<file path="src/logic/nocArb_cfg.svh">
`ifndef NOCARB_CFG_SVH
`define NOCARB_CFG_SVH

// flit layout: id in the top bits, length in the low bits
`define FLIT_W 16

`define ID_W 3

`define LEN_W 12

// L, N, E, W, S
`define PORTS 5

// type id carried by a header flit
`define HEADER_ID 3'b001

`endif

</file>
<file path="src/logic/nocArbPkg.sv">
`include "nocArb_cfg.svh"

package nocArbPkg;

  typedef logic [`FLIT_W-1:0] flitWord_t;
  typedef logic [`ID_W-1:0]   flitId_t;
  typedef logic [`LEN_W-1:0]  pktLength_t;  // grant tenure in cycles

  // one bit per port, L=0 N=1 E=2 W=3 S=4
  typedef logic [`PORTS-1:0] grantVec_t;

  // holder states follow the port order, so state minus one is the port index
  typedef enum logic [2:0] {
    ARB_IDLE = 3'd0,
    ARB_L    = 3'd1,
    ARB_N    = 3'd2,
    ARB_E    = 3'd3,
    ARB_W    = 3'd4,
    ARB_S    = 3'd5
  } arbState_t;

endpackage

</file>
<file path="src/logic/flitCrossbar.sv">
`include "nocArb_cfg.svh"

module flitCrossbar
  import nocArbPkg::*;
(
  input  logic      clk,
  input  logic      rst,
  input  grantVec_t grant,
  input  flitWord_t lFlit,
  input  flitWord_t nFlit,
  input  flitWord_t eFlit,
  input  flitWord_t wFlit,
  input  flitWord_t sFlit,
  input  logic      lValid,
  input  logic      nValid,
  input  logic      eValid,
  input  logic      wValid,
  input  logic      sValid,
  output flitWord_t outFlit,
  output logic      outValid,
  output grantVec_t outSrc
);

  flitWord_t flitVec [`PORTS];
  grantVec_t validVec;
  flitWord_t selFlit;
  logic      selValid;

  assign flitVec  = '{lFlit, nFlit, eFlit, wFlit, sFlit};
  assign validVec = {sValid, wValid, eValid, nValid, lValid};

  // and-or mux on the one-hot grant, zero when nothing is granted
  always_comb
  begin
    selFlit = '0;
    for (int i = 0; i < `PORTS; i++)
    begin
      selFlit = selFlit | (flitVec[i] & {`FLIT_W{grant[i]}});
    end
  end

  assign selValid = |(grant & validVec);

  always_ff @(posedge clk)
  begin
    if (rst)
    begin
      outValid <= 1'b0;
      outSrc   <= '0;
    end
    else
    begin
      outValid <= selValid;
      outSrc   <= grant;
    end
  end

  always_ff @(posedge clk)
  begin
    outFlit <= selFlit;
  end

endmodule

</file>
<file path="src/logic/flitDecoder.sv">
`include "nocArb_cfg.svh"

module flitDecoder
  import nocArbPkg::*;
(
  input  logic       clk,
  input  logic       rst,
  input  flitWord_t  flit,
  input  logic       valid,
  output logic       req,
  output pktLength_t pktLen
);

  flitId_t    flitId;
  pktLength_t payload;
  logic       isHeader;

  assign flitId   = flit[`FLIT_W-1 -: `ID_W];  // type id from the top bits
  assign payload  = flit[`LEN_W-1:0];
  assign isHeader = valid && (flitId == `HEADER_ID);

  // the source keeps valid high for as long as it wants the output
  assign req = valid;

  always_ff @(posedge clk)
  begin
    if (rst)
    begin
      pktLen <= '0;
    end
    else if (isHeader)
    begin
      pktLen <= payload;  // kept until the next header
    end
  end

endmodule

</file>
<file path="src/logic/grantTimer.sv">
module grantTimer
  import nocArbPkg::*;
(
  input  logic       clk,
  input  logic       rst,
  input  pktLength_t pktLen,
  input  logic       runTimer,
  output logic       timesUp
);

  pktLength_t count;

  always_ff @(posedge clk)
  begin
    if (rst)
    begin
      count <= '0;
    end
    else if (!runTimer)
    begin
      count <= '0;  // restart for the next tenure
    end
    else
    begin
      count <= count + 1'b1;
    end
  end

  // count runs 0..pktLen while held, so the holder gets pktLen+1 cycles
  assign timesUp = (count == pktLen);

endmodule

</file>
<file path="src/logic/nocArbTop.sv">
module nocArbTop
  import nocArbPkg::*;
(
  input  logic      clk,
  input  logic      rst,
  input  flitWord_t lFlit,
  input  flitWord_t nFlit,
  input  flitWord_t eFlit,
  input  flitWord_t wFlit,
  input  flitWord_t sFlit,
  input  logic      lValid,
  input  logic      nValid,
  input  logic      eValid,
  input  logic      wValid,
  input  logic      sValid,
  output flitWord_t outFlit,
  output logic      outValid,
  output grantVec_t outSrc,
  output grantVec_t grant
);

  logic       lReq;
  logic       nReq;
  logic       eReq;
  logic       wReq;
  logic       sReq;
  pktLength_t lLen;
  pktLength_t nLen;
  pktLength_t eLen;
  pktLength_t wLen;
  pktLength_t sLen;

  flitDecoder decL (.clk(clk), .rst(rst), .flit(lFlit), .valid(lValid), .req(lReq), .pktLen(lLen));
  flitDecoder decN (.clk(clk), .rst(rst), .flit(nFlit), .valid(nValid), .req(nReq), .pktLen(nLen));
  flitDecoder decE (.clk(clk), .rst(rst), .flit(eFlit), .valid(eValid), .req(eReq), .pktLen(eLen));
  flitDecoder decW (.clk(clk), .rst(rst), .flit(wFlit), .valid(wValid), .req(wReq), .pktLen(wLen));
  flitDecoder decS (.clk(clk), .rst(rst), .flit(sFlit), .valid(sValid), .req(sReq), .pktLen(sLen));

  portArbiter arb (
    .clk   (clk),
    .rst   (rst),
    .lReq  (lReq),
    .nReq  (nReq),
    .eReq  (eReq),
    .wReq  (wReq),
    .sReq  (sReq),
    .lLen  (lLen),
    .nLen  (nLen),
    .eLen  (eLen),
    .wLen  (wLen),
    .sLen  (sLen),
    .grant (grant)
  );

  // raw flits go straight to the crossbar, the decoders only feed the arbiter
  flitCrossbar xbar (
    .clk      (clk),
    .rst      (rst),
    .grant    (grant),
    .lFlit    (lFlit),
    .nFlit    (nFlit),
    .eFlit    (eFlit),
    .wFlit    (wFlit),
    .sFlit    (sFlit),
    .lValid   (lValid),
    .nValid   (nValid),
    .eValid   (eValid),
    .wValid   (wValid),
    .sValid   (sValid),
    .outFlit  (outFlit),
    .outValid (outValid),
    .outSrc   (outSrc)
  );

endmodule

</file>
<file path="src/logic/portArbiter.sv">
`include "nocArb_cfg.svh"

module portArbiter
  import nocArbPkg::*;
(
  input  logic       clk,
  input  logic       rst,
  input  logic       lReq,
  input  logic       nReq,
  input  logic       eReq,
  input  logic       wReq,
  input  logic       sReq,
  input  pktLength_t lLen,
  input  pktLength_t nLen,
  input  pktLength_t eLen,
  input  pktLength_t wLen,
  input  pktLength_t sLen,
  output grantVec_t  grant
);

  arbState_t  state;
  arbState_t  nextState;
  logic [2:0] holderIdx;
  grantVec_t  reqVec;
  grantVec_t  runTimer;
  grantVec_t  timesUp;
  pktLength_t lenVec [`PORTS];

  assign reqVec = {sReq, wReq, eReq, nReq, lReq};
  assign lenVec = '{lLen, nLen, eLen, wLen, sLen};

  assign holderIdx = (state == ARB_IDLE) ? 3'd0 : 3'(state - 3'd1);

  // first requester after start in circular order, start itself checked last
  function automatic arbState_t nextHolder(input grantVec_t reqs, input int unsigned start);
    arbState_t   pick;
    int unsigned idx;
    pick = ARB_IDLE;
    for (int unsigned off = `PORTS; off > 0; off--)
    begin
      idx = (start + off) % `PORTS;
      if (reqs[idx])
      begin
        pick = arbState_t'(3'(idx + 1));  // lower offsets overwrite, so nearest wins
      end
    end
    return pick;
  endfunction

  always_comb
  begin
    nextState = ARB_IDLE;
    runTimer  = '0;
    if (state == ARB_IDLE)
    begin
      nextState = nextHolder(reqVec, `PORTS - 1);  // search from S gives L, N, E, W, S
    end
    else if (reqVec[holderIdx] && !timesUp[holderIdx])
    begin
      nextState           = state;
      runTimer[holderIdx] = 1'b1;
    end
    else
    begin
      nextState = nextHolder(reqVec, holderIdx);  // released or timed out
    end
  end

  always_ff @(posedge clk)
  begin
    if (rst)
    begin
      state <= ARB_IDLE;
    end
    else
    begin
      state <= nextState;
    end
  end

  always_comb
  begin
    case (state)
      ARB_L:
      begin
        grant = 5'b00001;
      end
      ARB_N:
      begin
        grant = 5'b00010;
      end
      ARB_E:
      begin
        grant = 5'b00100;
      end
      ARB_W:
      begin
        grant = 5'b01000;
      end
      ARB_S:
      begin
        grant = 5'b10000;
      end
      default:
      begin
        grant = '0;  // idle
      end
    endcase
  end

  for (genvar i = 0; i < `PORTS; i++)
  begin : timerGen
    grantTimer portTimer (
      .clk      (clk),
      .rst      (rst),
      .pktLen   (lenVec[i]),
      .runTimer (runTimer[i]),
      .timesUp  (timesUp[i])
    );
  end

endmodule

</file>
<file path="config.mk">
export PLATFORM = sky130hd
export DESIGN_NAME = nocArbTop
export DESIGN_NICKNAME = d
export VERILOG_FILES = /design/src/logic/nocArbPkg.sv /design/src/logic/flitCrossbar.sv /design/src/logic/flitDecoder.sv /design/src/logic/grantTimer.sv /design/src/logic/nocArbTop.sv /design/src/logic/portArbiter.sv
export VERILOG_INCLUDE_DIRS = /design/src /design/src/logic
export SDC_FILE = /design/constraint.sdc
export NUM_CORES = 1
export LEC_CHECK = 0
export BUFFER_PORTS_ARGS = -buffer_cell sky130_fd_sc_hd__clkbuf_2
export CAP_MARGIN = 20
export CORE_AREA = 2 2 146 148
export DETAILED_ROUTE_END_ITERATION = 16
export DIE_AREA = 0 0 148 150
export PLACE_DENSITY_LB_ADDON = 0.1
export SLEW_MARGIN = 20
export SYNTH_ARGS = -nofsm -noshare
export SYNTH_HDL_FRONTEND = slang
export SYNTH_SLANG_ARGS = --single-unit
</file>
<file path="constraint.sdc">
create_clock -name clk -period 10.9 [get_ports clk]
set_input_delay 1.09 -clock clk [delete_from_list [all_inputs] [get_ports clk]]
set_output_delay 1.09 -clock clk [all_outputs]
set_load 0.01 [all_outputs]
</file>
After elaboration in Yosys (flattened, before gate mapping)
Index checks and enable logic that the tools add are counted.
- input port bits: 87
- logic and storage cells: 120
- output and inout port bits: 27
- register bits: 145
- divide/modulo/power cells: 5
- magnitude comparators: 7
- equality and inequality tests: 16
- reduce and logical (&&, ||, !) cells: 15
- muxes and demuxes: 32
- bitwise operators: 15
- add/subtract/negate cells: 16
- operators by type and width (operator ; count):
    $lt 32x4->1 const B ; 5
    $mod 32x3->32 const B ; 5
    $and 16x16->16 ; 5
    $or 16x16->16 ; 4
    $add 12x1->12 const B ; 5
    $eq 12x12->1 ; 5
    $mux 3 ; 13
    $pmux 5 s5 ; 1
    $bmux 1 s3 ; 7
    $eq 3x1->1 const B ; 6
    $add 3x1->3 const B ; 5
    $mux 5 ; 2
    $reduce_or 2->1 ; 5
    $add 3x2->4 const B ; 2
    $add 3x3->4 const B ; 2
    $mux 1 ; 8
    $logic_and 1x1->1 ; 7
    $eq 3x2->1 const B ; 2
    $eq 3x3->1 const B ; 2
    $and 5x5->5 ; 1
    $not 1->1 ; 5
    $reduce_or 5->1 ; 1
    $add 3x1->4 const B ; 1
    $lt 3x4->1 const B ; 1
    6 further kinds ; 6

Logic depth before layout (Yosys ltp)
Gate-level depths: netlist (run 1).
- depth in word-level cells: 13
- gate-level depth with buffers: 27

Hierarchy
A second synthesis (run 1) with hierarchy kept.
- cells, all modules: 1024
- area, all modules: 9085.0 um2
- by module, submodules not included (module ; area each (um2) ; cells an instance ; instances):
    grantTimer ; 659.4 ; 76 ; 5
    flitDecoder ; 561.8 ; 53 ; 5
    portArbiter ; 2065.7 ; 291 ; 1
    flitCrossbar ; 913.4 ; 88 ; 1

Least setup slack after synthesis (run 1)
Ideal clock, no wire load.
- kind: reg-to-reg
- start point: reg arb.state[0]
- end point: reg arb.state[2]
- clock period less this slack: 5.483 ns
- arrival time: 5.380 ns
- stages on the path, launching flop included: 28
- slack: 5.417 ns
- data required time: 10.797 ns
- path through: dfxtp_1 -> buf_6 -> clkbuf_1 -> clkinv_1 -> clkbuf_1 -> nand2_1 -> inv_1 -> ha_1 -> buf_2 -> or2_1 -> buf_2 -> inv_2 -> buf_2 -> ha_1 -> xnor2_2 -> inv_1 -> ha_1 -> o32ai_1 -> xnor2_1 -> ha_1 -> a221oi_1 -> nor2_1 -> xnor2_1 -> ha_1 -> mux2i_1 -> nand2_1 -> a41o_1 -> a2111oi_2
- longest elaborated chain between the ends: 13
- elaborated cells on any way between the ends: 42
- classes of those cells: add/sub (11); div (5); eq/ne (1); mux (22); reduce/logical (3)
- ends and longest elaborated chain (item ; RTL line ; RTL):
    start, declared ; portArbiter.sv:21 ; arbState_t state;
    start signal, assigned ; portArbiter.sv:77 ; state <= nextState;
    $sub 3x1->3 or $logic_not 3->1 (tied branches) ; portArbiter.sv:32, portArbiter.sv:54 ;
    $mux 3 ; portArbiter.sv:32 ; assign holderIdx = (state == ARB_IDLE) ? 3'd0 : 3'(state - 3'd1);
    $add 3x3->4 ; portArbiter.sv:41 ; idx = (start + off) % `PORTS;
    $mod 32x3->32 (no source line) ; -- ;
    $bmux 1 s3 ; portArbiter.sv:42 ; if (reqs[idx])
    $mux 1 (implied by the code) ; portArbiter.sv:42 ;
    $mux 3 (5 in series) ; portArbiter.sv:42 ;
    $mux 3 ; portArbiter.sv:58 ; else if (reqVec[holderIdx] && !timesUp[holderIdx])
    $mux 3 ; portArbiter.sv:54 ; if (state == ARB_IDLE)
Parallel ways exist; a longest one is shown, timed or not. The select of a mux whose other input is x is not followed.
A chain may end at the register's enable or synchronous reset.

Worst setup path in the final report (run 1)
Ends and elaborated chain as after synthesis.

==> run metrics, run 1 <==
status=finished clean; flop and latch count out of synthesis=145; Setup CP Type=reg -> reg; Routed WL=25740 um; ANT nets after route=0; # diodes=0; CP Max Fanout=30; syn_nets=1122; critical path's most frequent cell=ha_1; gr usage total=0.2331; reg2reg end=arb.state[2]$_SDFFE_PP0P_; row count=53; Slew Limit Fails=0; initial antenna violation count=1; crit end category=flip-flop; largest net degree at the start of global routing=70; number of synthesized flops with an enable pin=0; r2r setup slk=3.82 ns; async set-or-reset flop fraction in the synthesized netlist=0; Tmin final=7.078 ns; clock transition at the registers of the reported paths=0.06 ns; Critical Path, Cell by Cell=clkinv_1, nand2_1, inv_1, ha_1, or2_1, inv_2, ha_1, xnor2_2, inv_1, ha_1, o32ai_1, xnor2_1, ha_1, a221oi_1, nor2_1, xnor2_1, ha_1, mux2i_1, nand2_1, a41o_1, a2111oi_2; Final Skew=0.01145 ns; Largest stage delay, worst path=0.97 ns; period utilization=0.6494; clk_lat worst skew=0.43 ns; dpl hpwl=19660 um; IO Count=114; wire per inst=18.72 um; gr ovfl total=0; power per cell area=246.4 nW/um^2; register area share after synthesis=0.3579; final setup TNS=0 ns; Initial Util=0.3921; # setup viols final=0; commonest non-fill, non-tap cell in the layout=nand2_1; Die ar.=22200 um^2; # DRC=0; CTS resizes=0; CP arrival=7.40 ns; cell family with most CP delay=buffers and inverters; GP Congestion=0.8858; Core ar.=20690 um^2; worst setup margin=3.822 ns; WP data required=11.22 ns; Slew Limit Headroom=0.3411; CTS Hold Bufs=0; Root Buffer=clkbuf_16; area fraction of the dominant cell type after synthesis=0.3579; Clock Sinks=145; H-tree levels=4; CP startpoint kind=flip-flop; worst path bufs/invs=4; P&R area growth vs syn=17.54%; commonest non-fill, non-tap cells in the layout=169 x nand2_1, 145 x dfxtp_1, 113 x clkbuf_2, 91 x nor2_1, 71 x a21oi_1; port bufs=113; Cells on Worst Hold Path=2; peak supply drop=0.1215 mV; Hold Path Class=reg -> reg; RSZ-0062 raised after global routing=false; vias in the first global route=7150; first-pass GRT wire length=39940 um; postcts setup bufs=0; layout cells sized above 1=0.1627; final hold vios=0; placement-stage cell area=8902 um^2; Fillers=2148; Synth area leader=dfxtp_1; ys flop type=dfxtp_1; CTS Buffer Depth=2; Netlist cell types=75; Synth area leaders=dfxtp_1 36%, nand2_1 7.8%, xnor2_1 7.2%, xor2_1 5.6%, ha_1 4.9%; Worst Hold End=decW.pktLen[11]$_SDFFE_PP0P_; vias per cell=5.430; RR Startpoint=arb.state[0]$_SDFFE_PP0P_; synth warn=0; pre-CTS WS=3.986 ns; Die X=148 um; slowest CP cell=dfxtp_1; syn_area_per_cell=8.087 um^2; static power due to leakage=3.740 nW; Hold Crit Start=decW.pktLen[11]$_SDFFE_PP0P_; CTS tree=built; die height=150 um; total power=2.350 mW; # nets final=1207; CTS Buf Count=17; DR vias=7466; DR pass1 iterations=5; FF-to-FF path depth=21; initial DRC count=634; Mapped Area=8112 um^2; number of max-cap violations=0; worst-margin pin slew=0.9870 ns; Post-Syn Instances=1003; post-route cell area=9534 um^2; f_max=0.1413 GHz
## worst max path at each step
stage | from | endpoint | cells past startpoint
after floorplan | arb.state[0]$_SDFFE_PP0P_ | arb.state[2]$_SDFFE_PP0P_ | 27
after global placement | arb.state[0]$_SDFFE_PP0P_ | arb.state[2]$_SDFFE_PP0P_ | 21
after detailed placement | arb.state[0]$_SDFFE_PP0P_ | arb.state[2]$_SDFFE_PP0P_ | 21
after CTS | arb.state[0]$_SDFFE_PP0P_ | arb.state[2]$_SDFFE_PP0P_ | 21
after global routing | arb.state[0]$_SDFFE_PP0P_ | arb.state[2]$_SDFFE_PP0P_ | 21
final | arb.state[0]$_SDFFE_PP0P_ | arb.state[2]$_SDFFE_PP0P_ | 21
## stage by stage
step,hold WS [ns],utilization,cells
after floorplan,0.4414,-,1003
after CTS,0.4667,0.4595,1375
after global routing,0.4847,0.4608,1375
final,0.4679,0.4608,1375
after global placement,0.4556,0.4299,1344
after detailed placement,0.4581,0.4303,1344
## routing by layer
layer  vias up  routed length [um]  GRT usage
met5         -                  11          0
met4         2                 716    0.08619
met3        44                1914    0.05427
met2       249               11460     0.3646
met1      3512               11640     0.3137
li1       3659                   -          -
## state kept, by name, indices dropped and copies added (netlist names)
name / count
decE.pktLen: 12
decW.pktLen: 12
decN.pktLen: 12
xbar.outSrc: 5
decL.pktLen: 12
arb.state: 3
arb.timerGen.portTimer.count: 60
xbar.outFlit: 16
decS.pktLen: 12
xbar.outValid: 1
## where the power goes
part,switching (mW),internal [mW],leakage (nW)
Clock,0.243,0.363,0.296
Sequential,0.0361,0.571,1.18
Combinational,0.682,0.455,2.27
Total,0.961,1.39,3.74
## synth_stat cells, types with 4 or more instances
library cell / count
inv_1: 33
o21a_1: 4
clkbuf_1: 45
mux2i_1: 19
xnor2_1: 67
buf_2: 5
o21ai_0: 35
nand2_1: 169
a21oi_1: 71
dfxtp_1: 145
or2_2: 4
nand3_1: 32
xor2_1: 52
a22oi_1: 10
o31a_1: 5
o211ai_1: 5
nand2b_1: 6
mux2_2: 4
nand4_1: 15
nor3_1: 16
nor2_1: 91
nor4_1: 6
nor2b_1: 5
and3_1: 18
o31ai_1: 4
ha_1: 32
a221oi_1: 5
a211oi_1: 5
a222oi_1: 17
## worst min-delay path: stages (launching register included)
cell and delay (ns):
dfxtp_1 0.31, nand2_1 0.05, a21oi_1 0.05
## final cells by class
type | instances | area [um^2] | area share
Inverter | 39 | 146.4 | 0.01535
Clock inverter | 14 | 180.2 | 0.01890
Timing Repair Buffer | 120 | 618.1 | 0.06483
Sequential cell | 145 | 2903 | 0.3045
Multi-Input combinational cell | 765 | 4917 | 0.5157
Clock buffer | 17 | 425.4 | 0.04462
Tap cell | 275 | 344.1 | 0.03609
## logic make-up after synthesis
| logic type | synth area share |
|---|---|
| DFF | 0.3579 |
| xor gates and xnor gates | 0.1305 |
| AOI/OAI and AO/OA | 0.1634 |
| buffers and inverters | 0.04473 |
| muxes | 0.03177 |
| adders and majority gates | 0.04936 |
| and+or+nand+nor | 0.2224 |
Power figures use the tool's default switching activity.
==> run 2, diff against run 1 <==
==> constraint.sdc (replaced) <==
create_clock -name clk -period 6 [get_ports clk]
set_input_delay 0.6 -clock clk [delete_from_list [all_inputs] [get_ports clk]]
set_output_delay 0.6 -clock clk [all_outputs]
set_load 0.01 [all_outputs]
==> run 2 against run 1 <==
Combinational power rose by 86%. Clock power rose by 78%. Total power rose by 82%. Core utilization rose by 0.16 points. Largest cell class unchanged. Highest routed layer unchanged.
==> run metrics, run 2 (synthesized netlist as in run 1, its figures left out) <==
status=finished clean (unchanged); gr ovfl total=0 (unchanged); peak supply drop=0.1932 mV (was 0.1215 mV); vias in the first global route=7021 (was 7150); slowest CP cell=dfxtp_1 (unchanged); CP startpoint kind=flip-flop (unchanged); number of max-cap violations=0 (unchanged); clock transition at the registers of the reported paths=0.07 ns (was 0.06 ns); placement-stage cell area=8940 um^2 (was 8902 um^2); Inst Count DP=1349 (was 1344); commonest non-fill, non-tap cell in the layout=nand2_1 (unchanged); f_max=0.1841 GHz (was 0.1413 GHz); critical path's most frequent cell=ha_1 (unchanged); reg2reg end=arb.state[2]$_SDFFE_PP0P_ (unchanged); # diodes=0 (unchanged); dpl hpwl=19690 um (was 19660 um); RR Startpoint=arb.state[2]$_SDFFE_PP0P_ (was arb.state[0]$_SDFFE_PP0P_); final hold vios=0 (unchanged); Largest register FFs=60 (unchanged); power per cell area=446.5 nW/um^2 (was 246.4 nW/um^2); largest net degree at the start of global routing=70 (unchanged); RSZ-0062 raised after global routing=false (unchanged); Critical Path, Cell by Cell=inv_1, ha_1, or2_1, inv_2, ha_1, xnor2_2, inv_1, ha_1, o32ai_1, xnor2_1, ha_1, a221oi_1, nor2_1, xnor2_1, ha_1, mux2i_1, nand2_1, a41o_1, a2111oi_2 (was clkinv_1, nand2_1, inv_1, ha_1, or2_1, inv_2, ha_1, xnor2_2, inv_1, ha_1, o32ai_1, xnor2_1, ha_1, a221oi_1, nor2_1, xnor2_1, ha_1, mux2i_1, nand2_1, a41o_1, a2111oi_2); # DRC=0 (unchanged); wire per inst=18.52 um (was 18.72 um); Slew Limit Headroom=0.3612 (was 0.3411); Top reg by flops=arb.timerGen.portTimer.count (unchanged); gr usage total=0.2309 (was 0.2331); total power=4.272 mW (was 2.350 mW); Initial Util=0.3921 (unchanged); H-tree levels=4 (unchanged); Setup CP Type=reg -> reg (unchanged); GP Congestion=0.8877 (was 0.8858); crit end category=flip-flop (unchanged); DR pass1 iterations=6 (was 5); Multi-input gate area=4917 um^2 (unchanged); P&R area growth vs syn=17.95% (was 17.54%); static power due to leakage=3.760 nW (was 3.740 nW); ANT nets after route=0 (unchanged); clk_lat worst skew=0.43 ns (about the same); IO Count=114 (unchanged); fin cells=1381 (was 1375); die height=150 um (unchanged); Slew Limit Fails=0 (unchanged); Die X=148 um (unchanged); # nets final=1212 (was 1207); period utilization=0.9053 (was 0.6494); Worst Hold End=decE.pktLen[0]$_SDFFE_PP0P_ (was decW.pktLen[11]$_SDFFE_PP0P_); Hold Crit Start=eFlit[0] (was decW.pktLen[11]$_SDFFE_PP0P_); Core ar.=20690 um^2 (unchanged); initial antenna violation count=2 (was 1); initial DRC count=612 (was 634); Final Skew=0.01480 ns (was 0.01145 ns); Fillers=2126 (was 2148); commonest non-fill, non-tap cells in the layout=169 x nand2_1, 145 x dfxtp_1, 113 x clkbuf_2, 91 x nor2_1, 71 x a21oi_1 (unchanged); r2r setup slk=0.57 ns (was 3.82 ns); WP data required=6.33 ns (was 11.22 ns); post-route cell area=9568 um^2 (was 9534 um^2); worst-margin pin slew=0.9482 ns (was 0.9870 ns); Hold Path Class=in -> reg (was reg -> reg); final setup TNS=0 ns (unchanged); Root Buffer=clkbuf_16 (unchanged); # setup viols final=0 (unchanged); row count=53 (unchanged); Largest stage delay, worst path=0.57 ns (was 0.97 ns); Clock Sinks=145 (unchanged); postcts setup bufs=0 (unchanged); CTS Buffer Depth=2 (unchanged); CP Max Fanout=16 (was 30); CTS Hold Bufs=0 (unchanged); layout cells sized above 1=0.1673 (was 0.1627); Tmin final=5.432 ns (was 7.078 ns); largest registers=arb.timerGen.portTimer.count x60, xbar.outFlit x16 (unchanged); Die ar.=22200 um^2 (unchanged); CTS resizes=0 (unchanged); CP arrival=5.76 ns (was 7.40 ns); CTS Buf Count=17 (unchanged); Routed WL=25570 um (was 25740 um); port bufs=113 (unchanged); first-pass GRT wire length=39170 um (was 39940 um); CTS tree=built (unchanged); Seq. cell area=2903 um^2 (unchanged); vias per cell=5.338 (was 5.430); DR vias=7372 (was 7466); FF-to-FF path depth=19 (was 21); Cells on Worst Hold Path=3 (was 2); Util after Layout=0.4624 (was 0.4608)
[run 2: cell types whose count changed in the layout (fill, tap and decap cells not counted)]
cell       delta
clkinv_4      -3
clkbuf_8      +1
inv_8         +1
clkinv_2      -2
inv_6         +4
clkinv_8      +2
bufinv_16     -2
buf_4         +5
[run 2: power breakdown]
part / internal, mW / total (mW) / switching [mW] / leakage [nW]
logic: 0.843 / 2.12 / 1.28 / 2.29
clock network: 0.604 / 1.08 / 0.474 / 0.293
registers: 1.04 / 1.07 / 0.0344 / 1.18
[run 2: cell type report]
class / instances / share of cell area
clock buffer: 18 / 0.04590
clock inverter: 14 / 0.01700
inverter: 39 / 0.01530
multi-input combinational: 765 / 0.5139
sequential: 145 / 0.3034
tap: 275 / 0.03596
timing repair buffer: 125 / 0.06852
[run 2: worst max path at each step]
stage                                    from                        end  depth (start not counted)
floorplan           arb.state[0]$_SDFFE_PP0P_  arb.state[2]$_SDFFE_PP0P_                         27
global route        arb.state[2]$_SDFFE_PP0P_  arb.state[2]$_SDFFE_PP0P_                         19
CTS                 arb.state[2]$_SDFFE_PP0P_  arb.state[2]$_SDFFE_PP0P_                         19
finish              arb.state[2]$_SDFFE_PP0P_  arb.state[2]$_SDFFE_PP0P_                         19
global placement    arb.state[2]$_SDFFE_PP0P_  arb.state[2]$_SDFFE_PP0P_                         19
detailed placement  arb.state[2]$_SDFFE_PP0P_  arb.state[2]$_SDFFE_PP0P_                         19
[run 2: stage by stage]
| stage | setup slack [ns] | hold WS (ns) |
|---|---|---|
| finish | 0.5682 | 0.3983 |
| global route | 0.2085 | 0.3848 |
| CTS | 0.6098 | 0.3916 |
| detailed placement | 0.6398 | 0.4605 |
| global placement | 0.9162 | 0.4547 |
| floorplan | 0.5167 | 0.4414 |
[run 2: routing by layer]
| layer | track usage | vias up | share of wire |
|---|---|---|---|
| li1 | - | 3674 | - |
| met1 | 0.3036 | 3385 | 0.45 |
| met2 | 0.3734 | 272 | 0.45 |
| met3 | 0.06402 | 37 | 0.074 |
| met4 | 0.06238 | 4 | 0.016 |
| met5 | 0 | - | 0.00094 |
[run 2: critical path, delay by kind of cell, from the launching register on]
family          cells  cell delay, ns
fa+ha+maj           5            1.36
flops               1            0.57
compound gates      4            1.45
mux                 1            0.18
xor+xnor            3            0.67
buf+inv             3            0.57
simple gates        3            0.50
==> run 3, diff against run 2 <==
--- a/config.mk
+++ b/config.mk
@@ -6,12 +6,14 @@
 export SDC_FILE = /design/constraint.sdc
 export NUM_CORES = 1
 export LEC_CHECK = 0
+export ABC_AREA = 1
 export BUFFER_PORTS_ARGS = -buffer_cell sky130_fd_sc_hd__clkbuf_2
 export CAP_MARGIN = 20
-export CORE_AREA = 2 2 146 148
+export CORE_AREA = 2 2 147 149
 export DETAILED_ROUTE_END_ITERATION = 16
-export DIE_AREA = 0 0 148 150
+export DIE_AREA = 0 0 149 151
 export PLACE_DENSITY_LB_ADDON = 0.1
+export SKIP_LAST_GASP = 1
 export SLEW_MARGIN = 20
 export SYNTH_ARGS = -nofsm -noshare
 export SYNTH_HDL_FRONTEND = slang
==> run 3 against run 2 <==
Critical path depth is 10 higher. Sequential share of layout area is 0.099 points lower. Cell count is 12% higher. Worst hold slack worse by 0.011 ns. Non-clock buffer count is 6 lower. Largest cell class unchanged. Highest routed layer is now met4.
==> run metrics, run 3 <==
Netlist cell types=52 (was 75); CTS Buffer Depth=2 (unchanged); critical path's most frequent cell=nand2_1 (was ha_1); f_max=0.2231 GHz (was 0.1841 GHz); worst-margin pin slew=0.9509 ns (was 0.9482 ns); syn_nets=1280 (was 1122); port bufs=113 (unchanged); commonest non-fill, non-tap cells in the layout=211 x nand2_1, 195 x nor2_1, 145 x dfxtp_1, 114 x inv_1, 113 x clkbuf_2 (was 169 x nand2_1, 145 x dfxtp_1, 113 x clkbuf_2, 91 x nor2_1, 71 x a21oi_1); layout cells sized above 1=0.1647 (was 0.1673); crit end category=flip-flop (unchanged); die height=151 um (was 150 um); async set-or-reset flop fraction in the synthesized netlist=0 (unchanged); final setup TNS=0 ns (unchanged); Slew Limit Fails=0 (unchanged); RR Startpoint=arb.state[1]$_SDFFE_PP0P_ (was arb.state[2]$_SDFFE_PP0P_); Initial Util=0.3953 (was 0.3921); synth warn=0 (unchanged); routed wl met3=1563 um (was 1899 um); clock transition at the registers of the reported paths=0.07 ns (about the same); IO Count=114 (unchanged); Slew Limit Headroom=0.3660 (was 0.3612); # DRC=0 (unchanged); ys flop type=dfxtp_1 (unchanged); Top reg by flops=arb.timerGen.portTimer.count (unchanged); Tmin final=4.482 ns (was 5.432 ns); WHS=0.3874 ns (was 0.3983 ns); initial DRC count=440 (was 612); period utilization=0.7470 (was 0.9053); vias per cell=5.072 (was 5.338); Root Buffer=clkbuf_16 (unchanged); Largest register FFs=60 (unchanged); largest net degree at the start of global routing=68 (was 70); vias in the first global route=7228 (was 7021); DR vias=7866 (was 7372); Synth area leader=dfxtp_1 (unchanged); area fraction of the dominant cell type after synthesis=0.3526 (was 0.3579); ANT nets after route=0 (unchanged); DR pass1 iterations=5 (was 6); # setup viols final=0 (unchanged); CP Max Fanout=9 (was 16); CP startpoint kind=flip-flop (unchanged); largest registers=arb.timerGen.portTimer.count x60, xbar.outFlit x16 (unchanged); CP Launch Point=arb.state[1]$_SDFFE_PP0P_ (was arb.state[2]$_SDFFE_PP0P_); flop and latch count out of synthesis=145 (unchanged); postcts setup bufs=0 (unchanged); Synth area leaders=dfxtp_1 35%, nand2_1 9.6%, nor2_1 8.9%, inv_1 5.2%, ha_1 4.9% (was dfxtp_1 36%, nand2_1 7.8%, xnor2_1 7.2%, xor2_1 5.6%, ha_1 4.9%); Die ar.=22500 um^2 (was 22200 um^2); post-route cell area=9599 um^2 (was 9568 um^2); top post-synthesis cells by count=211 x nand2_1, 195 x nor2_1, 145 x dfxtp_1, 115 x inv_1, 72 x o21ai_0 (was 169 x nand2_1, 145 x dfxtp_1, 91 x nor2_1, 71 x a21oi_1, 67 x xnor2_1); CTS Hold Bufs=0 (unchanged); number of synthesized flops with an enable pin=0 (unchanged); final hold vios=0 (unchanged); static power due to leakage=4.297 nW (was 3.760 nW); Routed WL=25900 um (was 25570 um); row count=53 (unchanged); CTS resizes=0 (unchanged); Die X=149 um (was 148 um); Setup CP Type=reg -> reg (unchanged); placement-stage cell area=9009 um^2 (was 8940 um^2); Hold Crit Start=eFlit[12] (was eFlit[0]); number of max-cap violations=0 (unchanged); CP arrival=4.84 ns (was 5.76 ns); status=finished clean (unchanged); register area share after synthesis=0.3526 (was 0.3579); most common cell in the netlist=nand2_1 (unchanged); Max Used Layer=met4 (was met5); Clock Sinks=145 (unchanged); clk_lat worst skew=0.43 ns (about the same); Hold Path Class=in -> reg (unchanged); gr ovfl total=0 (unchanged); initial antenna violation count=0 (was 2); CTS tree=built (unchanged); slowest CP cell=dfxtp_1 (unchanged); Post-Syn Instances=1161 (was 1003); dpl hpwl=19800 um (was 19690 um); Mapped Area=8232 um^2 (was 8112 um^2); # nets final=1381 (was 1212); RSZ-0062 raised after global routing=false (unchanged); wire per inst=16.70 um (was 18.52 um); P&R area growth vs syn=16.61% (was 17.95%); syn_area_per_cell=7.090 um^2 (was 8.087 um^2); peak supply drop=0.1934 mV (was 0.1932 mV); Final Skew=0.009117 ns (was 0.01480 ns); wire length on met2=11340 um (was 11630 um); M1 WL=12600 um (was 11620 um); commonest non-fill, non-tap cell in the layout=nand2_1 (unchanged); GP Congestion=0.9417 (was 0.8877); Largest stage delay, worst path=0.53 ns (was 0.57 ns); CTS Buf Count=17 (unchanged); power per cell area=492.0 nW/um^2 (was 446.5 nW/um^2); WP data required=6.36 ns (was 6.33 ns); first-pass GRT wire length=39660 um (was 39170 um); Core ar.=20820 um^2 (was 20690 um^2); gr usage total=0.2317 (was 0.2309); H-tree levels=4 (unchanged)
[run 3: cell types whose count changed after synthesis, moves of 17 or more]
cell and delta:
a222oi_1 -17, nand2_1 +42, o21ai_0 +37, clkbuf_1 -21
inv_1 +82, nand3_1 +38, nand2_2 +19, nor2_1 +104
xnor2_1 -39, mux2i_1 -19, a21oi_1 -30
[run 3: cells by family (layout without fill, tap and decap cells)]
kind of cell / Yosys count / in the layout / share of synthesized area
flops: 145 / 145 / 0.3526
other cells: 0 / 1 / 0
xor+xnor: 68 / 68 / 0.07509
buf+inv: 160 / 274 / 0.07874
fa+ha+maj: 32 / 32 / 0.04864
simple gates: 579 / 579 / 0.3128
compound gates: 177 / 177 / 0.1321
[run 3: report_power, final]
group          leakage [nW]  switching [mW]  internal, mW  total [mW]
Clock                 0.275           0.479         0.596        1.07
Combinational          2.84            1.69         0.880        2.57
Sequential             1.18          0.0411          1.04        1.08
[run 3: layout make-up]
cell class	instances	area [um^2]
fill	2197	11220
multi-input combinational	856	4681
sequential	145	2903
timing repair buffer	119	610.6
inverter	123	470.5
clock buffer	18	439.2
tap	275	344.1
clock inverter	14	148.9
antenna	1	2.502
[run 3: per-layer routing]
| metal | up-vias | track usage |
|---|---|---|
| met1 | 3588 | 0.3309 |
| met5 | - | 0 |
| met3 | 29 | 0.04066 |
| met2 | 244 | 0.3606 |
| met4 | 0 | 0.06238 |
| li1 | 4005 | - |
[run 3: through the flow]
stage          power, mW    util  setup WS [ns]  cells
2_1_floorplan      3.029       -          2.047   1161
3_3_place_gp       3.644  0.4326          1.683   1518
3_5_place_dp       3.645  0.4326          1.599   1518
4_1_cts            4.731  0.4609          1.561   1550
5_1_grt            5.121  0.4609          1.035   1550
6_report           4.723  0.4610          1.518   1551
[run 3: critical path: cells and delay by family, from the launching register on]
family / cells / cell delay (ns)
buf+inv: 4 / 0.34
flops: 1 / 0.53
fa+ha+maj: 5 / 1.22
simple gates: 16 / 1.62
xor+xnor: 2 / 0.46
compound gates: 2 / 0.23
[run 3: worst paths after layout]
| check | endpoint | slack (ns) | cells past startpoint |
|---|---|---|---|
| max | arb.state[2]$_SDFFE_PP0P_ | 1.52 | 29 |
| min | xbar.outFlit[12]$_DFF_P_ | 0.39 | 3 |
| max reg2reg | arb.state[2]$_SDFFE_PP0P_ | 1.52 | 29 |
| min reg2reg | arb.timerGen[2].portTimer.count[3]$_SDFF_PP0_ | 0.47 | 2 |
